[config.mk]
export PLATFORM = sky130hd
export DESIGN_NAME = uart_link
export DESIGN_NICKNAME = d
export VERILOG_FILES = /design/src/verilog/uart_pkg.sv /design/src/verilog/shift_if.sv /design/src/verilog/bit_tick_gen.sv /design/src/verilog/piso_shifter.sv /design/src/verilog/uart_link.sv /design/src/verilog/uart_rx.sv /design/src/verilog/uart_tx.sv
export VERILOG_INCLUDE_DIRS = /design/src /design/src/verilog
export SDC_FILE = /design/constraint.sdc
export NUM_CORES = 1
export LEC_CHECK = 0
export BUFFER_PORTS_ARGS = -buffer_cell sky130_fd_sc_hd__buf_2
export CAP_MARGIN = 10
export CORE_UTILIZATION = 45
export CTS_CLUSTER_SIZE = 8
export DETAILED_ROUTE_END_ITERATION = 6
export PLACE_DENSITY = 0.62
export SYNTH_ARGS = -nofsm -noshare
export SYNTH_HDL_FRONTEND = slang
export SYNTH_SLANG_ARGS = --single-unit
[constraint.sdc]
create_clock -name baud_clk -period 3.5 [get_ports baud_clk]
set_input_delay 1.05 -clock baud_clk [delete_from_list [all_inputs] [get_ports baud_clk]]
set_output_delay 1.05 -clock baud_clk [all_outputs]
set_load 0.01 [all_outputs]
[src/verilog/uart_settings.svh]
`ifndef UART_SETTINGS_SVH
`define UART_SETTINGS_SVH

// Serial bit length in baud_clk cycles
// Must stay even and no smaller than 4
`define UART_CLKS_PER_BIT 8

// Parity sense for both directions
// 0 gives even parity and 1 gives odd parity
`define UART_PARITY_ODD 0

`endif

[src/verilog/uart_pkg.sv]
`include "uart_settings.svh"

package uart_pkg;

    typedef logic [7:0] uart_byte_t;                   // One payload byte

    // Frame in wire order with the start bit in the LSB
    typedef struct packed {
        logic       stop;                              // Always 1 on transmit
        logic       parity;                            // From frame_parity
        uart_byte_t data;                              // LSB goes out first
        logic       start;                             // Always 0 on transmit
    } uart_frame_t;

    // Per byte receive result
    typedef struct packed {
        logic parity_err;                              // Sampled parity mismatch
        logic frame_err;                               // Stop bit seen low
    } rx_status_t;

    // Parity bit for one byte
    function automatic logic frame_parity(input uart_byte_t data);
        logic p;
        p = ^data;                                     // Even parity term
        if (`UART_PARITY_ODD != 0) begin
            p = ~p;                                    // Odd sense
        end
        return p;
    endfunction

endpackage

[src/verilog/shift_if.sv]
// Control side and register side of the transmit shifter
interface shift_if;
    import uart_pkg::*;

    logic        load;                                 // Take a whole frame
    logic        shift;                                // Move one bit right
    uart_frame_t frame;                                // Parallel frame in
    logic        serial;                               // Register bit zero

    modport ctrl (
        output load,
        output shift,
        output frame
    );

    modport shifter (
        input  load,
        input  shift,
        input  frame,
        output serial
    );

endinterface

[src/verilog/bit_tick_gen.sv]
`include "uart_settings.svh"

module bit_tick_gen (
    input  logic baud_clk,
    input  logic rst_n,
    input  logic restart,                              // Realign to a bit start
    output logic mid_tick,                             // Middle of the bit
    output logic end_tick                              // Last cycle of the bit
);

    localparam int CNT_W = $clog2(`UART_CLKS_PER_BIT);
    localparam logic [CNT_W-1:0] CNT_LAST = CNT_W'(`UART_CLKS_PER_BIT - 1);
    localparam logic [CNT_W-1:0] CNT_MID  = CNT_W'(`UART_CLKS_PER_BIT / 2 - 1);

    logic [CNT_W-1:0] cnt;                             // Cycle position in the bit

    always_ff @(posedge baud_clk) begin
        if (!rst_n) begin
            cnt <= '0;
        end else if (restart) begin
            cnt <= '0;                                 // Frame start realigns
        end else if (cnt == CNT_LAST) begin
            cnt <= '0;                                 // Wrap into next bit
        end else begin
            cnt <= cnt + 1'b1;
        end
    end

    // Single cycle decodes of the count
    assign mid_tick = (cnt == CNT_MID);
    assign end_tick = (cnt == CNT_LAST);

endmodule

[src/verilog/piso_shifter.sv]
module piso_shifter (
    input  logic      baud_clk,
    input  logic      rst_n,
    shift_if.shifter  sh
);
    import uart_pkg::*;

    uart_frame_t sr;                                   // Frame in flight

    // Load wins over shift
    // Ones fill from the top so the line returns high
    always_ff @(posedge baud_clk) begin
        if (!rst_n) begin
            sr <= '1;                                  // Idle line is high
        end else if (sh.load) begin
            sr <= sh.frame;                            // Start bit lands in bit 0
        end else if (sh.shift) begin
            sr <= {1'b1, sr[$bits(uart_frame_t)-1:1]};
        end
    end

    assign sh.serial = sr[0];                          // Wire sees the LSB

endmodule

[src/verilog/uart_link.sv]
module uart_link (
    input  logic       baud_clk,
    input  logic       rst_n,
    input  logic [7:0] tx_data,                        // Byte to send
    input  logic       start_tx,                       // Send request pulse
    output logic       tx,                             // Serial line out
    output logic       tx_busy,                        // Frame in progress
    input  logic       rx,                             // Serial line in
    output logic [7:0] rx_data,                        // Received byte
    output logic       rx_valid,                       // Byte strobe
    output logic       parity_err,                     // Parity mismatch
    output logic       frame_err                       // Low stop bit
);
    import uart_pkg::*;

    rx_status_t rx_status;                             // Both receive flags

    // Transmit control to frame register
    shift_if u_sh ();

    uart_tx u_tx (
        .baud_clk (baud_clk),
        .rst_n    (rst_n),
        .tx_data  (tx_data),
        .start_tx (start_tx),
        .tx_busy  (tx_busy),
        .sh       (u_sh.ctrl)
    );

    piso_shifter u_shifter (
        .baud_clk (baud_clk),
        .rst_n    (rst_n),
        .sh       (u_sh.shifter)
    );

    assign tx = u_sh.serial;                           // Register LSB drives line

    // Receive side is independent of transmit
    uart_rx u_rx (
        .baud_clk  (baud_clk),
        .rst_n     (rst_n),
        .rx        (rx),
        .rx_data   (rx_data),
        .rx_valid  (rx_valid),
        .rx_status (rx_status)
    );

    // Split the status struct onto flag pins
    assign parity_err = rx_status.parity_err;
    assign frame_err  = rx_status.frame_err;

endmodule

[src/verilog/uart_rx.sv]
module uart_rx (
    input  logic                 baud_clk,
    input  logic                 rst_n,
    input  logic                 rx,                   // Serial line in
    output uart_pkg::uart_byte_t rx_data,              // Valid with rx_valid
    output logic                 rx_valid,             // One cycle per byte
    output uart_pkg::rx_status_t rx_status             // Held until next byte
);
    import uart_pkg::*;

    typedef enum logic [2:0] {
        RX_IDLE,
        RX_START,
        RX_DATA,
        RX_PARITY,
        RX_STOP,
        RX_DONE
    } rx_state_t;

    rx_state_t   state;
    logic        rx_q;                                 // Line one cycle back
    logic        fall;                                 // High to low seen
    logic        restart;                              // Align ticks to start
    logic        mid_tick;                             // Sample point
    logic [2:0]  bit_cnt;                              // Data bit index
    uart_frame_t sr;                                   // Samples in wire order

    assign fall    = rx_q && !rx;
    assign restart = (state == RX_IDLE) && fall;

    bit_tick_gen u_tick (
        .baud_clk (baud_clk),
        .rst_n    (rst_n),
        .restart  (restart),
        .mid_tick (mid_tick),
        .end_tick ()
    );

    always_ff @(posedge baud_clk) begin
        if (!rst_n) begin
            rx_q <= 1'b1;                              // Idle line level
        end else begin
            rx_q <= rx;
        end
    end

    // Samples enter the shift register at the top
    always_ff @(posedge baud_clk) begin
        if (mid_tick && state inside {RX_START, RX_DATA, RX_PARITY, RX_STOP}) begin
            sr <= {rx, sr[$bits(uart_frame_t)-1:1]};
        end
    end

    always_ff @(posedge baud_clk) begin
        if (!rst_n) begin
            state     <= RX_IDLE;
            bit_cnt   <= '0;
            rx_valid  <= 1'b0;
            rx_status <= '0;
        end else begin
            rx_valid <= 1'b0;                          // Strobe by default
            case (state)
                RX_IDLE: begin
                    if (fall) begin
                        state <= RX_START;             // Candidate start bit
                    end
                end
                RX_START: begin
                    if (mid_tick) begin
                        bit_cnt <= '0;
                        // Line back high means a glitch
                        state   <= rx ? RX_IDLE : RX_DATA;
                    end
                end
                RX_DATA: begin
                    if (mid_tick) begin
                        bit_cnt <= bit_cnt + 1'b1;
                        if (bit_cnt == 3'd7) begin
                            state <= RX_PARITY;
                        end
                    end
                end
                RX_PARITY: begin
                    if (mid_tick) begin
                        state <= RX_STOP;
                    end
                end
                RX_STOP: begin
                    if (mid_tick) begin
                        state <= RX_DONE;              // Full frame next cycle
                    end
                end
                RX_DONE: begin
                    rx_valid             <= 1'b1;
                    rx_status.parity_err <= sr.parity != frame_parity(sr.data);
                    rx_status.frame_err  <= !sr.stop;  // Stop must be high
                    state                <= RX_IDLE;
                end
                default: begin
                    state <= RX_IDLE;
                end
            endcase
        end
    end

    // Byte register updates only on completion
    always_ff @(posedge baud_clk) begin
        if (state == RX_DONE) begin
            rx_data <= sr.data;
        end
    end

endmodule

[src/verilog/uart_tx.sv]
module uart_tx (
    input  logic                 baud_clk,
    input  logic                 rst_n,
    input  uart_pkg::uart_byte_t tx_data,              // Captured on accept
    input  logic                 start_tx,             // One cycle request
    output logic                 tx_busy,              // High for the whole frame
    shift_if.ctrl                sh
);
    import uart_pkg::*;

    localparam logic [3:0] LAST_BIT = 4'd10;           // Stop bit index

    logic       accept;                                // Request taken this edge
    logic       end_tick;                              // Bit boundary
    logic [3:0] bit_cnt;                               // Bit on the wire now

    // Requests while busy are dropped
    assign accept = start_tx && !tx_busy;

    // Frame alignment follows accept
    bit_tick_gen u_tick (
        .baud_clk (baud_clk),
        .rst_n    (rst_n),
        .restart  (accept),
        .mid_tick (),
        .end_tick (end_tick)
    );

    // Frame assembly straight from the input byte
    always_comb begin
        sh.frame.start  = 1'b0;
        sh.frame.data   = tx_data;
        sh.frame.parity = frame_parity(tx_data);
        sh.frame.stop   = 1'b1;
    end

    assign sh.load  = accept;                          // Shifter takes the frame
    assign sh.shift = tx_busy && end_tick;             // One bit per boundary

    always_ff @(posedge baud_clk) begin
        if (!rst_n) begin
            tx_busy <= 1'b0;
            bit_cnt <= '0;
        end else if (accept) begin
            tx_busy <= 1'b1;                           // Start bit on the line now
            bit_cnt <= '0;
        end else if (tx_busy && end_tick) begin
            if (bit_cnt == LAST_BIT) begin
                tx_busy <= 1'b0;                       // Stop bit done
                bit_cnt <= '0;
            end else begin
                bit_cnt <= bit_cnt + 1'b1;
            end
        end
    end

endmodule
## Yosys cells after proc, flatten, opt, wreduce, memory -nomap -nowiden

Cells that the tools add are included.

| storage, ports and cells | value |
|---|---|
| flip-flop bits (word level) | 49 |
| input port bits | 12 |
| output and inout bits | 13 |
| logic and storage cells | 78 |

| operators by class | value |
|---|---|
| add/subtract/negate cells | 4 |
| equal/unequal tests | 17 |
| multiplexer cells | 18 |
| bitwise logic cells | 1 |
| reduce and logical (&&, ||, !) cells | 21 |

Operator list:

| operator | number |
|---|---|
| 3-bit two-way mux | 8 |
| 10-bit two-way mux | 2 |
| 8-bit XOR reduction | 2 |
| 3-bit equality test, second input constant | 5 |
| 3-bit one-hot mux with 5 select lines | 1 |
| 2-bit by 1-bit != test with 1-bit output, second input constant | 5 |
| 3-bit by 1-bit adder with 3-bit output, second input constant | 3 |
| 3-bit by 2-bit equality test with 1-bit output, second input constant | 3 |
| 3-bit one-hot mux with 2 select lines | 1 |
| 6-bit AND reduction | 1 |
| 2-bit nonzero test | 3 |
| 3-bit OR reduction | 2 |
| 1-bit logical AND | 5 |
| 4-bit by 1-bit adder with 4-bit output, second input constant | 1 |
| 4-bit equality test, second input constant | 1 |
| 1-bit two-way mux | 4 |
| 4-bit two-way mux | 1 |
| 4-bit nonzero test | 1 |
| 3-bit by 1-bit equality test with 1-bit output, second input constant | 1 |
| 1-bit zero test | 3 |
| 3-bit zero test | 1 |
| 3-bit AND reduction | 1 |
| 2-bit two-way mux | 1 |
| 2-bit != test, second input constant | 1 |
| 4 further kinds | 4 |

## Depth between registers and ports, before layout

| depth | value |
|---|---|
| word-level depth | 4 |
| depth in mapped cells | 8 |
| gate-level depth less buffers | 7 |

## Modules after synthesis

A second synthesis with hierarchy kept.

| second synthesis, totals | value |
|---|---|
| cell total of the unflattened synthesis | 201 |
| area total of the unflattened synthesis | 2263.4 um^2 |

Modules (own cells, without submodules):

| module | instances | cells each | area an instance (um^2) |
|---|---|---|---|
| uart_rx | 1 | 83 | 1122.3 |
| piso_shifter | 1 | 49 | 504.2 |
| uart_tx | 1 | 49 | 374.1 |
| bit_tick_gen | 2 | 10 | 131.4 |

## Worst setup path before layout

Ideal clock, no wire load.

| path | value |
|---|---|
| kind | input -> register |
| from | input port start_tx |
| to | register u_shifter.sr[9] in the netlist's numbering |
| library setup time | 129 ps |
| data arrival time | 1653 ps |
| required time | 3371 ps |
| setup slack | 1717 ps |
| cell stages on the path | 5 |
| buffers on the path | 1 |
| path through | nand2b_1 -> clkbuf_1 -> nand2_1 -> o22ai_1 -> nand2_1 |

| on the way | value |
|---|---|
| cells in the longest elaborated chain, start to end | 2 |

Ends and longest elaborated chain:

| item | RTL line | source |
|---|---|---|
| start, declared | uart_link.sv:5 | `input logic start_tx,` |
| 1-bit logical AND * | uart_tx.sv:18 | `assign accept = start_tx && !tx_busy;` |
| 10-bit two-way mux / 2-bit nonzero test (equally long branches) | - |  |
| end signal, assigned | piso_shifter.sv:16 | `sr <= sh.frame;` |
| end signal, assigned | piso_shifter.sv:18 | `sr <= {1'b1, sr[$bits(uart_frame_t)-1:1]};` |
| end, declared | piso_shifter.sv:8 | `uart_frame_t sr;` |

Every way passes the cells marked *; elsewhere a longest branch is shown, timed or not.
A chain may end at the register's enable or synchronous reset.

## Worst setup path in the final report

| path | value |
|---|---|
| from | input port start_tx |
| to | register u_tx.u_tick.cnt[1] |

| on the way | value |
|---|---|
| cells in the longest elaborated chain, start to end | 2 |

Ends and longest elaborated chain:

| item | RTL line | source |
|---|---|---|
| 1-bit logical AND | uart_tx.sv:18 |  |
| 3-bit OR reduction (no source line) | - |  |
| end signal, assigned | bit_tick_gen.sv:25 | `cnt <= cnt + 1'b1;` |
| end, declared | bit_tick_gen.sv:15 | `logic [CNT_W-1:0] cnt;` |

Every way passes these cells.

==> metrics.yaml <==
finish:
  final_cell_mix: "40 x nand2_1, 31 x dfxtp_1, 24 x buf_2"
  design_area_mm2: 0.002303
  final_nets: 244
  area_growth_pct: 11.10
  drive_gt1_frac: 0.1549
  diodes: 0
  final_common_cell: "nand2_1"
clock_network:
  cts.htree.levels: 2
  clock_path_buffers: 2
  clk_latency_ns: 0.30
  cts_tree: "built"
  clk_pin_slew_ns: 0.08
  hold_buffers: 0
  cts_sinks: 49
  cts_buffers: 5
  cts_root_buffer: "clkbuf_8"
  post_cts_resized: 0
  post-cts-setup-buffer-count: 0
die:
  start_util: 0.4729
  die_width_um: 69.88
  fp.dieH_um: 69.88
  num_rows: 24
  io_pins: 25
  core_area_mm2: 0.004384
  die-area_mm2: 0.004883
detailed_routing:
  drtIter0Drc: 49
  wirelength_um: 3129
  drc: 0
  post_drt_wl_per_cell_um: 11.26
  vias_per_cell: 5.022
  antenna_left: 0
  vias: 1396
  first_pass_iters: 4
sta:
  setup_ws_ns: 1.560
  tns_ns: 0
  finClkSkew_ns: 0.004682
  rsz0062_at_grt: "no"
  max_slew_margin: 0.5598
  post-route-period-util: 0.5542
  fin_crit_ns: 1.940
  setup_viol: 0
  slew_violations: 0
  hold_viol: 0
  fmax_mhz: 515.6
  worstMarginPinSlew_ns: 0.6602
critical_path:
  critPathBufInv: 1
  critical_path_class: "in -> reg"
  cp.required_ns: 3.72
  cpPeakStageDelay_ns: 0.46
  cpMaxStageDelayCell: "nand2b_1"
  path_delay_family: "simple AND/OR/NAND/NOR gates"
  crit_fanout: 21
  crit_path_end_kind: "register"
  arrival_ns: 2.16
  start_kind: "primary input"
  cp_cell_sequence: "buf_2 > nand2b_1 > nand2_1 > nor3b_1"
pwr:
  p_per_area_mw_per_mm2: 431.6
  p_leak_nw: 0.9132
  irDropWorstVdd_mv: 0.1937
global_route:
  grt_start_max_net_pins: 24
  grt.overflow.total: 0
  antenna_found_initial: 0
  grt_pass1_vias: 1298
  track_usage: 0.1468
  grt_pass1_wl_um: 5637
placement:
  placed_area_mm2: 0.002221
  pre_cts_ws_ns: 1.202
  place.gp.congestion: 0.7150
  io_buffers: 24
  dp_hpwl_um: 2138
yosys:
  synth_cell_type_count: 31
  synthCells: 203
  syn_area_per_cell_um2: 10.21
  ys_ff_latch: 49
  syn-cell-area_mm2: 0.002073
  synth_warnings: 0
  ys_seq_area_frac: 0.5600
  synth_nets: 222
outcome:
  status: "finished, final reports clean"
run:
  maxCapViolCount: 0
hold_path:
  hp-class: "reg -> reg"
Yosys cell counts:
library cell / number / area (um2)
nand4b_1: 2 / 17.52
o22ai_1: 1 / 6.260
nor2b_2: 1 / 8.760
xnor3_1: 1 / 22.52
a21boi_1: 3 / 22.52
nand3_1: 15 / 75.07
o21ai_1: 4 / 20.02
o21ai_0: 10 / 50.05
inv_1: 2 / 7.510
nand2_1: 40 / 150.1
nor3_1: 2 / 10.01
clkbuf_1: 6 / 22.52
xnor2_2: 1 / 16.27
o41ai_1: 1 / 8.760
buf_2: 3 / 15.01
mux2i_1: 1 / 10.01
xnor2_1: 11 / 96.34
a21oi_1: 9 / 45.04
xor2_1: 3 / 26.28
nor2_4: 1 / 11.26
nor2_1: 8 / 30.03
ha_1: 7 / 87.58
o211a_1: 1 / 10.01
nand2b_1: 5 / 31.28
dfxtp_1: 31 / 620.6
edfxtp_1: 18 / 540.5
mux2_2: 1 / 11.26
nor2b_1: 6 / 37.54
and2_1: 4 / 25.02
a211oi_1: 1 / 7.510
nor3b_1: 4 / 30.03
path summary, 6_finish.rpt:
| kind | startpoint | end | slack [ns] | cells after the start |
|---|---|---|---|---|
| worst min register to register | u_rx.u_tick.cnt[0] | u_rx.u_tick.cnt[0] | 0.42 | 1 |
| worst min-delay path | u_rx.u_tick.cnt[0] | u_rx.u_tick.cnt[0] | 0.42 | 1 |
| worst max register to register | u_tx.u_tick.cnt[0] | u_tx.bit_cnt[3] | 1.68 | 7 |
| worst max-delay path | start_tx | u_tx.u_tick.cnt[1] | 1.56 | 4 |
final cells by class:
class / count / area, um2
fillers: 428 / 2081
clock inverters: 2 / 10.01
inverters: 2 / 7.507
repair buffers: 24 / 120.1
multi-input cells: 143 / 867.1
clock buffers: 6 / 72.57
well taps: 52 / 65.06
flip-flops and latches: 49 / 1161
metrics by stage:
| step | util | hold WS, ns | cells | power (W) |
|---|---|---|---|---|
| 2_1_floorplan | - | 0.3992 | 203 | 0.0006766 |
| 3_3_place_gp | 0.5066 | 0.4146 | 270 | 0.0006955 |
| 3_5_place_dp | 0.5066 | 0.4142 | 270 | 0.0006970 |
| 4_1_cts | 0.5254 | 0.4272 | 278 | 0.001013 |
| 5_1_grt | 0.5254 | 0.4451 | 278 | 0.001041 |
| 6_report | 0.5254 | 0.4204 | 278 | 0.0009943 |
sequential cells by signal (all words and copies together) (netlist names):
register             cells
u_rx.bit_cnt             3
u_rx.rx_valid            1
u_rx.rx_data             8
u_rx.u_tick.cnt          3
u_shifter.sr             9
u_tx.u_tick.cnt          3
u_tx.bit_cnt             4
u_rx.state               3
u_rx.rx_q                1
u_rx.sr                 10
u_rx.rx_status           2
u_tx.tx_busy             1
u_shifter.sh.serial      1
where the power goes:
group	leakage (nW)	switching [W]	internal (W)
clock network	0.0450	0.000173	0.000139
logic	0.453	0.0000362	0.0000328
registers	0.415	0.0000106	0.000603
cell families (layout without fill, tap and decap cells):
family	after synthesis	after routing	share of synthesized area
adder cells (fa/ha/maj)	7	7	0.04224
XOR/XNOR	16	16	0.07785
AND/OR/NAND/NOR	88	88	0.2058
buffers and inverters	11	34	0.02172
AO/OA/AOI/OAI	30	30	0.08208
flip-flops	49	49	0.5601
multiplexers	2	2	0.01026
metal layers:
| layer | wire length [um] | track usage | share of wire |
|---|---|---|---|
| met5 | 0 | 0 | 0 |
| met4 | 53 | 0.08000 | 0.017 |
| met3 | 110 | 0.03030 | 0.035 |
| met2 | 1398 | 0.2308 | 0.45 |
| met1 | 1566 | 0.1898 | 0.50 |
(Power assumes the default switching activity.)
